## config.mk

```make
export PLATFORM = sky130hd
export DESIGN_NAME = cd_crc16
export DESIGN_NICKNAME = d
export VERILOG_FILES = /design/src/rtl/cd_pkg.sv /design/src/rtl/cd_crc16.sv
export SDC_FILE = /design/constraint.sdc
export NUM_CORES = 1
export LEC_CHECK = 0
export BUFFER_PORTS_ARGS = -buffer_cell sky130_fd_sc_hd__buf_2
export CORE_MARGIN = 5
export CORE_UTILIZATION = 59
export CTS_BUF_LIST = sky130_fd_sc_hd__clkbuf_4 sky130_fd_sc_hd__clkbuf_8
export DETAILED_ROUTE_END_ITERATION = 7
export GPL_TIMING_DRIVEN = 0
export PLACE_DENSITY_LB_ADDON = 0.2
export SLEW_MARGIN = 20
export SYNTH_ARGS = -nofsm -noshare
export SYNTH_HDL_FRONTEND = slang
export SYNTH_SLANG_ARGS = --single-unit
```

## constraint.sdc

```tcl
create_clock -name clk -period 2.9 [get_ports clk]
set_clock_uncertainty 0.2 [all_clocks]
set_input_delay 0.145 -clock clk [delete_from_list [all_inputs] [get_ports clk]]
set_output_delay 0.145 -clock clk [all_outputs]
set_load 0.01 [all_outputs]
```

## src/rtl/cd_pkg.sv

```systemverilog
// Shared constants for the receive path of the multi-drop bus controller.
// Imported by every RTL module that needs byte, CRC or frame limits.

package cd_pkg;

    // data path
    localparam int BYTE_W = 8;                  // width of one bus byte

    // CRC-16, reflected form, appended low byte first
    localparam logic [15:0] CRC_INIT = 16'hffff; // preset at frame start
    localparam logic [15:0] CRC_POLY = 16'ha001; // reflected 0x8005

    // frame limits, CRC bytes included
    localparam int MAX_FRAME = 256;             // longest frame that is stored
    localparam int MIN_FRAME = 3;               // header byte plus two CRC bytes

endpackage

```

## src/rtl/cd_crc16.sv

```systemverilog
// Running CRC-16 (reflected, polynomial 0xA001) over the bytes of one frame.
// clear reloads the preset; crc_ok is high when the residue is zero, i.e. the
// frame including its low-byte-first CRC was received intact.

module cd_crc16
    import cd_pkg::*;
(
    input  logic              clk,
    input  logic              reset_n,
    input  logic              clear,    // frame start
    input  logic              strobe,   // one byte to fold in
    input  logic [BYTE_W-1:0] data,
    output logic              crc_ok
);

    logic [15:0] crc_q;

    // one byte folded in, lsb first, eight shift steps
    function automatic logic [15:0] crc_byte(input logic [15:0] c, input logic [BYTE_W-1:0] d);
        logic [15:0] r;
        r = c ^ {{(16 - BYTE_W){1'b0}}, d};
        for (int i = 0; i < BYTE_W; i++) begin
            r = r[0] ? ((r >> 1) ^ CRC_POLY) : (r >> 1);
        end
        return r;
    endfunction

    always_ff @(posedge clk or negedge reset_n) begin
        if (!reset_n) begin
            crc_q <= CRC_INIT;
        end else if (clear && strobe) begin
            crc_q <= crc_byte(CRC_INIT, data);   // first byte of a new frame
        end else if (clear) begin
            crc_q <= CRC_INIT;
        end else if (strobe) begin
            crc_q <= crc_byte(crc_q, data);
        end
    end

    assign crc_ok = (crc_q == 16'h0000);

endmodule

```

==> qor.yml <==
ys_types: 24
p_per_area_nw_per_um2: 772
area_growth_pct: 14.3
cp_max_fo: 5
slew_violations: 0
end_kind: "flip-flop"
grt_use_total_pct: 19.9
cp.arrival_ns: 2.16
clk_pin_slew_ns: 0.10
num_antenna_cells: 0
synth_top_area_share_pct: 38.1
grt_pass1_vias: 847
largest_reg_flops: 16
p_int_w: 0.000630
first_pass_iters: 4
htree_levels: 1
cp-start-kind: "flip-flop"
swShare_pct: 35.3
die_h_um: 53.3
period_share_pct: 73.1
top_regs: "crc_q x16"
core-area_um2: 1750
outcome: "finished clean"
yosysTopAreaCell: "dfstp_2"
cp_data_required_time_ns: 2.94
worstReg2RegStart: "crc_q[6]"
synth_top_cells_by_area: "dfstp_2 38%, xnor2_1 17%, xor2_1 6.3%"
rsz0062_at_grt: "false"
die_w_um: 53.3
p_leak_nw: 0.521
drc: 0
synth_nets: 122
clockPowerShare_pct: 15.7
clockRootBuffer: "clkbuf_4"
start_util_pct: 63.2
final_hold_viol_count: 0
ys_seq_area_share_pct: 38.1
multi_input_area_um2: 657
netlist_area_um2: 1100
insertion_delay_ns: 0.29
overflow: 0
numPortBuffers: 12
cts_setup_buffers: 0
grt_pass1_wl_um: 4000
top_register: "crc_q"
fin_crit_ns: 2.12
hpwl_um: 1780
reg2reg_slack_ns: 0.78
drtIter0Drc: 28
ios: 13
syn_inst: 110
final_util_pct: 72.3
setup_ws_ns: 0.781
drt_wl_total_um: 2370
hp-class: "in -> reg"
p_comb_share_pct: 46.0
worstReg2RegEnd: "crc_q[0]"
worstSetupStartpoint: "crc_q[6]"
place.gp.congestion: 0.824
dieArea_um2: 2840
drv_cap: 0
peakVddDrop_v: 0.000473
grt_max_degree: 17
final-setup-viol-count: 0
drive_above_1_share_pct: 29.5
endpoint: "crc_q[0]"
min_path_cells: 4
avgSynthCellArea_um2: 10.0
r2r_cells: 5
clock_path_buffers: 2
p_seq_share_pct: 38.2
ant_nets: 0
via_per_inst: 5.37
num_vias: 827
slew_headroom_pct: 59.2
antenna_found_initial: 0
nets: 142
yosysWarnings: 0
rows: 15
regArea_um2: 420
ys_ff_latch: 16
cts_num_sinks: 16
path_class: "reg -> reg"
worst_slew_pin_slew_ns: 0.611
tns_ns: 0
cts_tree: "built"
timing.fmax_mhz: 472
cts_buffers: 3
wl_per_cell_um: 15.4
n_fill_cell: 142
dp_slack_ns: 0.811
power.switching_w: 0.000344
## cells in the mapped netlist, drive strengths merged
cell,count
xnor3,3
o22ai,1
a2bb2oi,2
nor3,1
and4,1
xnor2,24
a21oi,9
buf,2
nor2,18
nand2,9
clkinv,1
mux2i,5
a31oi,2
dfstp,16
nor4,4
a32oi,1
inv,1
clkbuf,2
xor2,8
## cell usage in the layout (no fill, tap or decap)
master / n
xnor3_2: 1
clkbuf_1: 2
nor2_1: 18
clkinv_1: 1
mux2i_1: 5
inv_1: 1
a2bb2oi_1: 1
clkbuf_8: 1
dlygate4sd3_1: 3
nor4_1: 4
xnor2_2: 2
a31oi_2: 1
buf_1: 1
a21oi_1: 9
a2bb2oi_2: 1
buf_4: 1
and4_1: 1
dfstp_2: 16
xnor2_1: 22
xnor3_1: 2
xor2_1: 8
nor3_1: 1
nand2_1: 9
a31oi_1: 1
buf_2: 12
a32oi_1: 1
clkbuf_4: 3
o22ai_1: 1
## how the worst min path moves through the flow
stage	from	endpoint	slack, ns
after floorplan	reset_n	crc_q[0]	-0.20
final	data[2]	crc_q[9]	0.03
after global placement	reset_n	crc_q[8]	0.17
after global routing	data[2]	crc_q[9]	0.05
after CTS	data[4]	crc_q[11]	0.01
after detailed placement	reset_n	crc_q[8]	0.16
## cell type report
class                      instances  area share, %
timing repair buffer              15           7.14
buffer                             4           1.49
clock buffer                       4           2.88
multi-input combinational         88           52.1
tap                               25           2.48
inverter                           2          0.595
sequential                        16           33.3
## metal layers
layer  vias up  part of all wire, %  track usage (%)
met5         -                    0                0
met4         0                 0.72             6.38
met3         2                  5.0             3.38
met2        32                   53             33.7
met1       388                   42             25.4
li1        405                    -                -
## per-stage QoR
stage / total power (W) / hold slack, ns / instance area, µm² / std cells
after CTS: 0.000975 / 0.0149 / 1260 / 154
after floorplan: 0.000734 / -0.203 / 1100 / 110
after detailed placement: 0.000814 / 0.163 / 1190 / 147
final: 0.000974 / 0.0259 / 1260 / 154
after global routing: 0.00104 / 0.0459 / 1260 / 154
after global placement: 0.000799 / 0.165 / 1190 / 147
## power groups by stage
stage	logic, W	clock network, W	registers [W]
2_1_floorplan	0.000376	0	0.000357
3_3_place_gp	0.000426	0	0.000373
3_5_place_dp	0.000440	0	0.000375
4_1_cts	0.000447	0.000158	0.000371
5_1_grt	0.000493	0.000166	0.000381
6_report	0.000448	0.000153	0.000372
## cell families after synthesis
logic type      synth area share [%]
compound gates                  9.30
xor+xnor                        33.0
buf+inv                         2.38
flops                           38.1
mux                             4.54
simple gates                    12.7
## critical path: stages, from the launching register on
cell and delay [ns]:
dfstp_2 0.60, xnor3_1 0.41, xnor3_2 0.27, xnor3_1 0.25, a31oi_2 0.19, a2bb2oi_2 0.14
## what timing repair did
item                                   4_1_cts  5_1_grt
resized for setup                            0        0
endpoints found under the hold margin       18        0
hold buffers                                 3        0
Note: power is estimated with default switching activity, not from simulation.
