===== config.mk =====
export PLATFORM = sky130hd
export DESIGN_NAME = cd_rx_framer
export DESIGN_NICKNAME = d
export VERILOG_FILES = /design/src/rtl/cd_pkg.sv /design/src/rtl/cd_rx_framer.sv
export SDC_FILE = /design/constraint.sdc
export NUM_CORES = 1
export LEC_CHECK = 0
export BUFFER_PORTS_ARGS = -buffer_cell sky130_fd_sc_hd__buf_2
export CORE_ASPECT_RATIO = 0.75
export CORE_MARGIN = 2
export CORE_UTILIZATION = 50
export DETAILED_ROUTE_END_ITERATION = 8
export HOLD_SLACK_MARGIN = 0.03
export PLACE_DENSITY = 0.78
export SLEW_MARGIN = 20
export SYNTH_ARGS = -nofsm -noshare
export SYNTH_HDL_FRONTEND = slang
export SYNTH_SLANG_ARGS = --single-unit

===== constraint.sdc =====
create_clock -name clk -period 1.6 [get_ports clk]
set_input_delay 0 -clock clk [delete_from_list [all_inputs] [get_ports clk]]
set_output_delay 0 -clock clk [all_outputs]
set_load 0.005 [all_outputs]

===== src/rtl/cd_pkg.sv =====
// Shared constants for the receive path of the multi-drop bus controller.
// Imported by every RTL module that needs byte, CRC or frame limits.

package cd_pkg;

    // data path
    localparam int BYTE_W = 8;                  // width of one bus byte

    // CRC-16, reflected form, appended low byte first
    localparam logic [15:0] CRC_INIT = 16'hffff; // preset at frame start
    localparam logic [15:0] CRC_POLY = 16'ha001; // reflected 0x8005

    // frame limits, CRC bytes included
    localparam int MAX_FRAME = 256;             // longest frame that is stored
    localparam int MIN_FRAME = 3;               // header byte plus two CRC bytes

endpackage


===== src/rtl/cd_rx_framer.sv =====
// Receive framer: turns byte strobes from the receiver into frame buffer writes.
// Tracks the byte position, drives the CRC block and, on rx_end, reports the
// frame length and error status with a one-cycle switch pulse.

module cd_rx_framer
    import cd_pkg::*;
(
    input  logic                         clk,
    input  logic                         reset_n,

    input  logic [BYTE_W-1:0]            rx_byte,
    input  logic                         rx_strobe,
    input  logic                         rx_end,     // line idle after a frame
    input  logic                         rx_abort,   // framing or bit error

    output logic                         crc_clear,
    output logic                         crc_strobe,
    output logic [BYTE_W-1:0]            crc_data,
    input  logic                         crc_ok,

    output logic [BYTE_W-1:0]            wr_byte,
    output logic [$clog2(MAX_FRAME)-1:0] wr_addr,    // offset within the frame
    output logic                         wr_en,
    output logic [$clog2(MAX_FRAME)-1:0] wr_len,     // frame length minus one
    output logic                         wr_err,
    output logic                         switch
);

    localparam int L_WIDTH = $clog2(MAX_FRAME);
    localparam int C_WIDTH = $clog2(MAX_FRAME + 1);

    logic [C_WIDTH-1:0] cnt;            // bytes accepted so far
    logic               in_frame;
    logic               abort_seen;     // sticky until the next frame
    logic               overflow;       // more than MAX_FRAME bytes arrived
    logic               accept;
    logic               frame_done;
    logic               frame_bad;
    logic [L_WIDTH-1:0] byte_pos;
    logic [C_WIDTH-1:0] len_m1;

    // bytes past MAX_FRAME still go through the CRC but are not stored
    assign accept     = rx_strobe && (!in_frame || cnt < MAX_FRAME);
    assign frame_done = rx_end && in_frame;
    assign byte_pos   = in_frame ? cnt[L_WIDTH-1:0] : '0;
    assign len_m1     = cnt - 1'b1;

    assign frame_bad = !crc_ok || (cnt < MIN_FRAME) || overflow || abort_seen || rx_abort;

    assign crc_clear  = rx_strobe && !in_frame;
    assign crc_strobe = rx_strobe;
    assign crc_data   = rx_byte;

    always_ff @(posedge clk or negedge reset_n) begin
        if (!reset_n) begin
            cnt        <= '0;
            in_frame   <= 1'b0;
            abort_seen <= 1'b0;
            overflow   <= 1'b0;
            wr_en      <= 1'b0;
            switch     <= 1'b0;
        end else begin
            wr_en  <= accept;
            switch <= frame_done;       // empty frames never get here

            if (rx_strobe) begin
                if (!in_frame) begin
                    in_frame   <= 1'b1;
                    cnt        <= C_WIDTH'(1);
                    abort_seen <= rx_abort;
                    overflow   <= 1'b0;
                end else if (cnt < MAX_FRAME) begin
                    cnt <= cnt + 1'b1;
                end else begin
                    overflow <= 1'b1;
                end
            end else if (rx_end) begin
                in_frame <= 1'b0;
            end

            if (rx_abort && in_frame) begin
                abort_seen <= 1'b1;
            end
        end
    end

    // length and error hold until the next frame ends, the buffer samples them late
    always_ff @(posedge clk) begin
        if (accept) begin
            wr_byte <= rx_byte;
            wr_addr <= byte_pos;
        end
        if (frame_done) begin
            wr_len <= len_m1[L_WIDTH-1:0];
            wr_err <= frame_bad;
        end
    end

    // relies on the receiver never ending a frame in the same cycle as a byte
    no_switch_on_write: assert property (
        @(posedge clk) disable iff (!reset_n) switch |-> !wr_en
    ) else $error("framer: switch raised while a byte write is pending");

endmodule


==> results of run 1 <==
==> synth_stat cells, drive strengths merged <==
master / count / area (µm²)
nand2b: 3 / 18.8
a21oi: 5 / 25.0
xor2: 3 / 26.3
a211oi: 1 / 7.51
or2b: 1 / 7.51
edfxtp: 25 / 751
or3: 2 / 13.8
ha: 2 / 25.0
a21boi: 1 / 7.51
and2b: 1 / 8.76
nand2: 6 / 22.5
o21a: 1 / 7.51
and2: 9 / 56.3
nor2: 5 / 18.8
dfrtp: 14 / 350
xnor2: 3 / 26.3
o31ai: 2 / 15.0
or4: 2 / 15.0
nand3b: 1 / 7.51
clkbuf: 2 / 7.51
a21o: 1 / 8.76
nand4: 1 / 6.26
o21ai: 5 / 25.0
inv: 8 / 30.0
nand3: 5 / 25.0
nor4: 3 / 18.8
mux2i: 1 / 10.0
nor3: 3 / 15.0
buf: 12 / 88.8
and3b: 1 / 10.0
a21bo: 1 / 16.3
nand4b: 1 / 8.76
==> layout make-up <==
| cell class | count | area [µm²] | share of cell area |
|---|---|---|---|
| Clock inverter | 2 | 12.5 | 0.00587 |
| Tap cell | 40 | 50.0 | 0.0235 |
| Clock buffer | 6 | 72.6 | 0.0340 |
| Multi-Input combinational cell | 70 | 453 | 0.212 |
| Inverter | 8 | 30.0 | 0.0141 |
| Sequential cell | 39 | 1100 | 0.516 |
| Timing Repair Buffer | 66 | 413 | 0.194 |
==> per-layer routing <==
layer	up-vias	global-route usage	wire, µm
li1	570	-	-
met1	550	0.217	1350
met2	37	0.316	1780
met3	8	0.0468	171
met4	0	0.0943	61
met5	-	0	0
==> worst register-to-register path: stages (launching register included) <==
cell and delay, ns:
dfrtp_1 0.44, a21bo_4 0.27, or4_1 0.51, a21oi_1 0.18
==> final timing paths <==
kind | cells past startpoint | to | slack, ns | startpoint
setup / recovery | 4 | crc_clear | 0.09 | in_frame
setup reg to reg | 3 | cnt[5] | 0.12 | cnt[8]
max in group asynchronous | 2 | cnt[2] | 1.22 | reset_n
min in group asynchronous | 2 | cnt[0] | 0.13 | reset_n
hold / removal | 2 | in_frame | 0.04 | rx_strobe
hold reg to reg | 2 | overflow | 0.54 | overflow
==> kinds of logic (layout without fill, tap and decap cells) <==
family	count (synthesis)	in the layout
xor gates and xnor gates	6	6
and+or+nand+nor	44	44
muxes	1	1
AOI/OAI and AO/OA	17	17
DFF	39	39
adders and majority gates	2	2
buffers and inverters	22	82
==> power groups by stage <==
stage | sequential [W] | combinational [W] | clock [W]
after floorplan | 0.00131 | 0.000320 | 0
after global placement | 0.00133 | 0.000467 | 0
after detailed placement | 0.00134 | 0.000476 | 0
after CTS | 0.00132 | 0.000503 | 0.000647
after global routing | 0.00134 | 0.000561 | 0.000691
final | 0.00132 | 0.000498 | 0.000641
==> through the flow <==
step / utilization / total power, W / hold WS (ns) / setup WS (ns) / instances
5_1_grt: 0.657 / 0.00259 / 0.0657 / 0.000710 / 231
3_3_place_gp: 0.594 / 0.00180 / -0.0885 / 0.214 / 211
6_report: 0.657 / 0.00246 / 0.0389 / 0.0858 / 231
2_1_floorplan: - / 0.00163 / -0.296 / 0.202 / 131
4_1_cts: 0.657 / 0.00247 / 0.0339 / 0.0924 / 231
3_5_place_dp: 0.594 / 0.00182 / -0.0809 / 0.140 / 211
==> state kept, by name, indices dropped and copies added (netlist names) <==
register / count
wr_en: 1
wr_len: 8
in_frame: 1
abort_seen: 1
cnt: 9
wr_addr: 8
wr_byte: 8
switch: 1
wr_err: 1
overflow: 1
==> what timing repair did <==
action / in CTS / in global routing
hold buffers: 12 / 0
endpoints found under the hold margin: 25 / 0
gates resized for setup: 0 / 0
==> flow_summary.yaml, run 1 <==
clock_network:
  clock-root-buffer: "clkbuf_8"
  clock-sinks: 39
  postCtsSetupBuffers: 0
  cts_buffers: 5
  clockBufferDepth: 2
  cts_tree: "done"
  insertion_delay_ns: 0.30
  cts.reportedPaths.clkPinSlew_ns: 0.07
  cts_max_level: 2
sta:
  min_period_over_period: 0.946
  hold_viol_final: 0
  relSlewSlack: 0.768
  worstMarginPinSlew_ns: 0.345
  rsz0062_at_grt: "no"
  setup_viol: 0
  clock_skew_ns: 0.00744
  timing.setup.tns_ns: 0
  drv_slew: 0
  fin_crit_ns: 1.51
  fmax_ghz: 0.660
pwr:
  powerDensity_nw_per_um2: 1150
  peakVddDrop_uv: 612
  p_int_w: 0.00179
  switching_share: 0.274
  leakagePower_nw: 0.943
  seqPwrFrac: 0.537
  combPwrFrac: 0.202
  p_switching_w: 0.000675
  p_clk_frac: 0.260
yosys:
  synth-xor-area-share: 0.0313
  synthAdderAreaFrac: 0.0149
  synth_warnings: 0
  synth_top_family_by_area: "simple AND/OR/NAND/NOR gates"
  syn_area_um2: 1680
  yosysSeqAreaShare: 0.655
  synth_area_per_cell_um2: 12.8
  synthSimpleGateAreaFrac: 0.150
  synth-seq-cells: 39
  synth_compound_area_frac: 0.0670
  synthMuxAreaShare: 0.00596
  synth_cell_type_count: 35
  syn-num-nets: 147
  synth_cells: 131
placement:
  place_congestion: 0.887
  dpl-instance-area_um2: 1930
  hpwl_um: 2260
  io_buffers: 50
critical_path:
  crit_slowest_cell: "dfrtp_1"
  path_cells: "buf_4 -> or2b_1 -> inv_1 -> buf_2"
  path_class: "reg -> out"
  crit_required_ns: 1.60
  path_max_fanout: 14
  cp.arrival_ns: 1.51
  critPathMaxStageDelay_ns: 0.41
  path_delay_family: "buffers and inverters"
  end_kind: "output port"
  crit_buf_inv: 3
  start_kind: "flop"
die:
  die_x_um: 70.9
  die_h_um: 54.2
  num_rows: 18
  pin_count: 51
  initial_utilization: 0.518
  core_area_um2: 3240
  die-area_um2: 3850
route:
  routedWlPerCell_um: 14.6
  firstDrtPassIters: 4
  post_drt_via_cell_ratio: 5.04
  ant_nets: 0
  via_count: 1165
  drcViolationCount: 0
  routed_wirelength_um: 3360
  drtIter0Drc: 101
outcome:
  outcome: "finished clean"
grt:
  grt_pass1_vias: 1069
  grt_overflow: 0
  grt_pass1_wl_um: 5050
  antenna_found_initial: 0
  grt_max_degree: 20
  track_usage: 0.183
layout:
  layout_commonest_cell: "buf_2"
  layout_common_cells: "50 x buf_2, 25 x edfxtp_1, 14 x dfrtp_1"
  syn_to_final_growth_pct: 26.9
  insertedDiodeCount: 0
  fin_area_um2: 2130
  fill_cells: 270
  layout.nets: 206
  drive_gt1_frac: 0.346
flow_run:
  drv_cap: 0
min_path:
  worstHoldPathType: "in -> reg"
Note: power is estimated with default switching activity, not from simulation.
==> run 2: changes to the inputs <==
--- a/config.mk
+++ b/config.mk
@@ -5,13 +5,15 @@
 export SDC_FILE = /design/constraint.sdc
 export NUM_CORES = 1
 export LEC_CHECK = 0
+export ABC_AREA = 1
 export BUFFER_PORTS_ARGS = -buffer_cell sky130_fd_sc_hd__buf_2
 export CORE_ASPECT_RATIO = 0.75
 export CORE_MARGIN = 2
-export CORE_UTILIZATION = 50
+export CORE_UTILIZATION = 51
+export CTS_CLUSTER_DIAMETER = 40
 export DETAILED_ROUTE_END_ITERATION = 8
 export HOLD_SLACK_MARGIN = 0.03
-export PLACE_DENSITY = 0.78
+export PLACE_DENSITY = 0.79
 export SLEW_MARGIN = 20
 export SYNTH_ARGS = -nofsm -noshare
 export SYNTH_HDL_FRONTEND = slang
==> run 2 against run 1 <==
  * Synthesized cell count increased by 24%
  * Clock-buffer cell count grew 1
  * Die area increased by 1.5%
  * Register-to-register slack better by 0.06 ns
  * Sequential power barely moved
  * Combinational power is 3% lower
  * Hold slack improved by 0.023 ns
  * Sequential share of layout area is 1.2 points lower
  * Maximum frequency up 6.9%
==> flow_summary.yaml, run 2 <==
outcome:
  outcome: "finished clean"
sta:
  drv_slew: 0
  clock_skew_ns: 0.00485
  rsz0062_at_grt: "no"
  min_period_over_period: 0.885
  timing.setup.tns_ns: 0
  fin_crit_ns: 1.42
  setup_viol: 0
  relSlewSlack: 0.739
  fmax_ghz: 0.706
  hold_viol_final: 0
  worstMarginPinSlew_ns: 0.391
  setup_ws_ns: 0.183
grt:
  grt_pass1_wl_um: 5200
  grt_max_degree: 18
  grt_pass1_vias: 1121
  antenna_found_initial: 0
  grt_overflow: 0
  track_usage: 0.186
yosys:
  synth_cell_type_count: 25
  synth.area.top_cells: "edfxtp_1 43%, dfrtp_1 20%, nand2_1 7.1%"
  syn_area_um2: 1740
  synth_most_common_cell: "nand2_1"
  yosysSeqAreaShare: 0.632
  syn-num-nets: 178
  yosys.area.top_type: "edfxtp_1"
  yosysTopAreaCellShare: 0.431
  synth-seq-cells: 39
  yosys-top-cells-count: "33 x nand2_1, 25 x edfxtp_1, 24 x inv_1"
  synth_warnings: 0
  synth_cells: 162
  async_reset_ff_frac: 0.359
  synth_edf_count: 25
  ys.flop_type: "edfxtp_1"
  synth_area_per_cell_um2: 10.8
die:
  die_x_um: 71.5
  core_area_um2: 3290
  pin_count: 51
  die-area_um2: 3900
  die_h_um: 54.6
  num_rows: 18
  initial_utilization: 0.530
layout:
  drive_gt1_frac: 0.320
  insertedDiodeCount: 0
  fill_cells: 267
  largest_register: "cnt"
  syn_to_final_growth_pct: 25.2
  layout_common_cells: "50 x buf_2, 33 x nand2_1, 25 x edfxtp_1"
  largest_reg_flops: 9
  layout.nets: 237
  layout_commonest_cell: "buf_2"
critical_path:
  path_class: "reg -> reg"
  crit_required_ns: 1.64
  crit_buf_inv: 3
  path_delay_family: "flip-flops"
  path_cells: "inv_1 -> ha_1 -> inv_1 -> nor2_1 -> inv_1 -> o21ai_0 -> nand2_1"
  crit_slowest_cell: "dfrtp_1"
  end_kind: "flop"
  path_max_fanout: 5
  cp.depth: 7
  crit_path_frequent_cell: "inv_1"
  cp.arrival_ns: 1.45
  start_kind: "flop"
  critPathMaxStageDelay_ns: 0.42
  r2r_cells: 7
pwr:
  peakVddDrop_uv: 661
  leakagePower_nw: 1.09
  powerDensity_nw_per_um2: 1110
placement:
  place_congestion: 0.925
  hpwl_um: 2280
  io_buffers: 50
  place_ws_ns: 0.175
clock_network:
  cts.reportedPaths.clkPinSlew_ns: 0.07
  clockBufferDepth: 2
  cts_tree: "done"
  ctsResizeCount: 0
  cts_buffers: 5
  cts_hold_repair.buffers: 13
  insertion_delay_ns: 0.29
  clock-root-buffer: "clkbuf_8"
  postCtsSetupBuffers: 0
  cts_max_level: 2
  clock-sinks: 39
route:
  routed_wirelength_um: 3250
  firstDrtPassIters: 4
  drcViolationCount: 0
  post_drt_via_cell_ratio: 4.69
  drtIter0Drc: 103
  routedWlPerCell_um: 12.4
  ant_nets: 0
  via_count: 1228
min_path:
  whs_path_depth: 3
  worstHoldPathType: "in -> reg"
flow_run:
  drv_cap: 0
==> run 2: power breakdown <==
part	internal [W]	switching (W)
registers	0.00122	0.000101
clock network	0.000306	0.000317
logic	0.000213	0.000269
total	0.00174	0.000687
==> run 2: area by class of cell <==
| type | count | area (µm²) | area share |
|---|---|---|---|
| tap | 40 | 50.0 | 0.0229 |
| clock inverter | 1 | 5.00 | 0.00229 |
| multi-input combinational | 85 | 447 | 0.205 |
| clock buffer | 7 | 76.3 | 0.0350 |
| inverter | 25 | 93.8 | 0.0430 |
| timing repair buffer | 65 | 408 | 0.187 |
| sequential | 39 | 1100 | 0.505 |
==> run 2: cells by family (layout without fill, tap and decap cells) <==
logic type               Yosys count  count (layout)  share of synthesized area
flip-flops                        39              39                      0.632
AO/OA/AOI/OAI                     14              14                     0.0453
XOR/XNOR                           3               3                     0.0151
buffers and inverters             38              98                      0.111
adder cells (fa/ha/maj)            2               2                     0.0144
AND/OR/NAND/NOR                   66              66                      0.182
==> run 2: worst paths after layout <==
check	slack [ns]	from	endpoint
worst min register to register	0.48	abort_seen	abort_seen
worst max register to register	0.18	cnt[0]	wr_len[4]
min in group asynchronous	0.14	reset_n	cnt[3]
worst max-delay path	0.18	cnt[0]	wr_len[4]
worst min-delay path	0.06	rx_strobe	abort_seen
max in group asynchronous	1.21	reset_n	cnt[0]
==> run 2: per-stage QoR <==
stage	util	cell area, µm²	hold slack (ns)	power (W)	instances
global route	0.663	2180	0.0888	0.00258	262
finish	0.663	2180	0.0620	0.00243	262
CTS	0.663	2180	0.0572	0.00246	262
floorplan	-	1740	-0.296	0.00166	162
detailed placement	0.599	1970	-0.0878	0.00181	241
global placement	0.599	1970	-0.0847	0.00179	241
==> run 2: worst min-delay path: stages <==
cell and delay, ns:
buf_2 0.16, o21ai_0 0.09, nand2_1 0.06
==> run 2: metal layers <==
layer	up-vias	routed length, µm	global-route usage	part of all wire
met5	-	0	0	0
met4	0	50	0.0849	0.015
met3	5	183	0.0516	0.056
met2	36	1510	0.282	0.47
met1	560	1500	0.254	0.46
li1	627	-	-	-
==> run 3: changes to the inputs <==
--- a/config.mk
+++ b/config.mk
@@ -7,7 +7,7 @@
 export LEC_CHECK = 0
 export ABC_AREA = 1
 export BUFFER_PORTS_ARGS = -buffer_cell sky130_fd_sc_hd__buf_2
-export CORE_ASPECT_RATIO = 0.75
+export CORE_ASPECT_RATIO = 1.1
 export CORE_MARGIN = 2
 export CORE_UTILIZATION = 51
 export CTS_CLUSTER_DIAMETER = 40
==> run 3 against run 2 <==
  * Clock-buffer cell count down 2
  * Clock skew up 0.0028 ns
  * Worst setup slack worse by 0.061 ns
  * Maximum frequency down 4.1%
==> flow_summary.yaml, run 3 (same netlist as run 2, synthesis figures left out) <==
critical_path:
  ff2ff_setup_slack_ns: 0.16
  path_delay_family: "buffers and inverters"
  path_max_fanout: 12
  path_cells: "buf_4 -> inv_1 -> nand2_1 -> inv_1 -> buf_2"
  r2r_cells: 4
  cp.arrival_ns: 1.48
  critPathMaxStageDelay_ns: 0.40
  crit_buf_inv: 4
  end_kind: "output port"
  cp.depth: 5
  start_kind: "flop"
  crit_required_ns: 1.60
  path_class: "reg -> out"
  crit_slowest_cell: "dfrtp_1"
  crit_path_frequent_cell: "inv_1"
sta:
  clock_skew_ns: 0.00768
  min_period_over_period: 0.923
  setup_viol: 0
  relSlewSlack: 0.690
  drv_slew: 0
  fin_crit_ns: 1.48
  rsz0062_at_grt: "no"
  setup_ws_ns: 0.123
  fmax_ghz: 0.677
  timing.setup.tns_ns: 0
  worstMarginPinSlew_ns: 0.464
  hold_viol_final: 0
layout:
  insertedDiodeCount: 0
  layout.nets: 237
  layout_common_cells: "50 x buf_2, 33 x nand2_1, 25 x edfxtp_1"
  drive_gt1_frac: 0.324
  layout_commonest_cell: "buf_2"
  syn_to_final_growth_pct: 22.7
  fill_cells: 254
  largest_register: "cnt"
  largest_reg_flops: 9
clock_network:
  insertion_delay_ns: 0.34
  cts_max_level: 2
  postCtsSetupBuffers: 0
  clockBufferDepth: 2
  cts_buffers: 5
  clock-sinks: 39
  cts_tree: "done"
  clock-root-buffer: "clkbuf_4"
  ctsResizeCount: 0
  cts.reportedPaths.clkPinSlew_ns: 0.11
  cts_hold_repair.buffers: 14
die:
  core_area_um2: 3300
  die-area_um2: 3900
  initial_utilization: 0.527
  num_rows: 22
  die_h_um: 65.3
  die_x_um: 59.7
  pin_count: 51
placement:
  io_buffers: 50
  hpwl_um: 1960
  place_congestion: 0.889
  place_ws_ns: 0.211
route:
  via_count: 1236
  drcViolationCount: 0
  firstDrtPassIters: 4
  post_drt_via_cell_ratio: 4.79
  routed_wirelength_um: 3070
  routedWlPerCell_um: 11.9
  drtIter0Drc: 33
  ant_nets: 0
min_path:
  worstHoldPathType: "in -> reg"
  whs_path_depth: 5
grt:
  grt_overflow: 0
  grt_max_degree: 25
  grt_pass1_vias: 1116
  antenna_found_initial: 0
  track_usage: 0.177
  grt_pass1_wl_um: 5040
flow_run:
  drv_cap: 0
outcome:
  outcome: "finished clean"
pwr:
  powerDensity_nw_per_um2: 1060
  leakagePower_nw: 1.08
  peakVddDrop_uv: 537
==> run 3: worst paths after layout <==
kind                         endpoint       start
hold reg to reg            abort_seen  abort_seen
hold / removal                 cnt[8]   rx_strobe
setup reg to reg           abort_seen    in_frame
max in group asynchronous      switch     reset_n
min in group asynchronous      cnt[8]     reset_n
setup / recovery            crc_clear    in_frame
==> run 3: worst reg2reg max path, cell delays in order, from the launching register on <==
cell and delay (ns):
dfrtp_1 0.40, buf_4 0.18, o21ai_0 0.15, dlygate4sd3_1 0.56, nand2_1 0.05
==> run 3: layout make-up <==
type	count	area (µm²)	area share
flip-flops and latches	39	1100	0.515
multi-input cells	85	447	0.209
repair buffers	65	398	0.186
inverters	25	93.8	0.0439
well taps	36	45.0	0.0211
clock buffers	5	37.5	0.0176
clock inverters	3	15.0	0.00703
==> run 3: routing by layer <==
layer,vias to the layer above,GRT usage,wire [µm]
li1,626,-,-
met1,559,0.213,1250
met2,41,0.279,1580
met3,10,0.0512,131
met4,0,0.100,98
met5,-,0,0
==> run 3: where the power goes <==
group / internal (W) / switching [W] / total [W]
clock: 0.000164 / 0.000308 / 0.000472
combinational: 0.000209 / 0.000262 / 0.000471
sequential: 0.00122 / 0.0000966 / 0.00132
==> run 3: per-stage QoR <==
step	utilization	std cells	cell area, µm²	total power, W	hold slack [ns]
6_report	0.647	258	2140	0.00226	0.0505
5_1_grt	0.647	258	2140	0.00243	0.0624
4_1_cts	0.647	258	2140	0.00227	0.0385
3_5_place_dp	0.589	236	1940	0.00178	-0.0808
3_3_place_gp	0.589	236	1940	0.00178	-0.0836
2_1_floorplan	-	162	1740	0.00166	-0.296
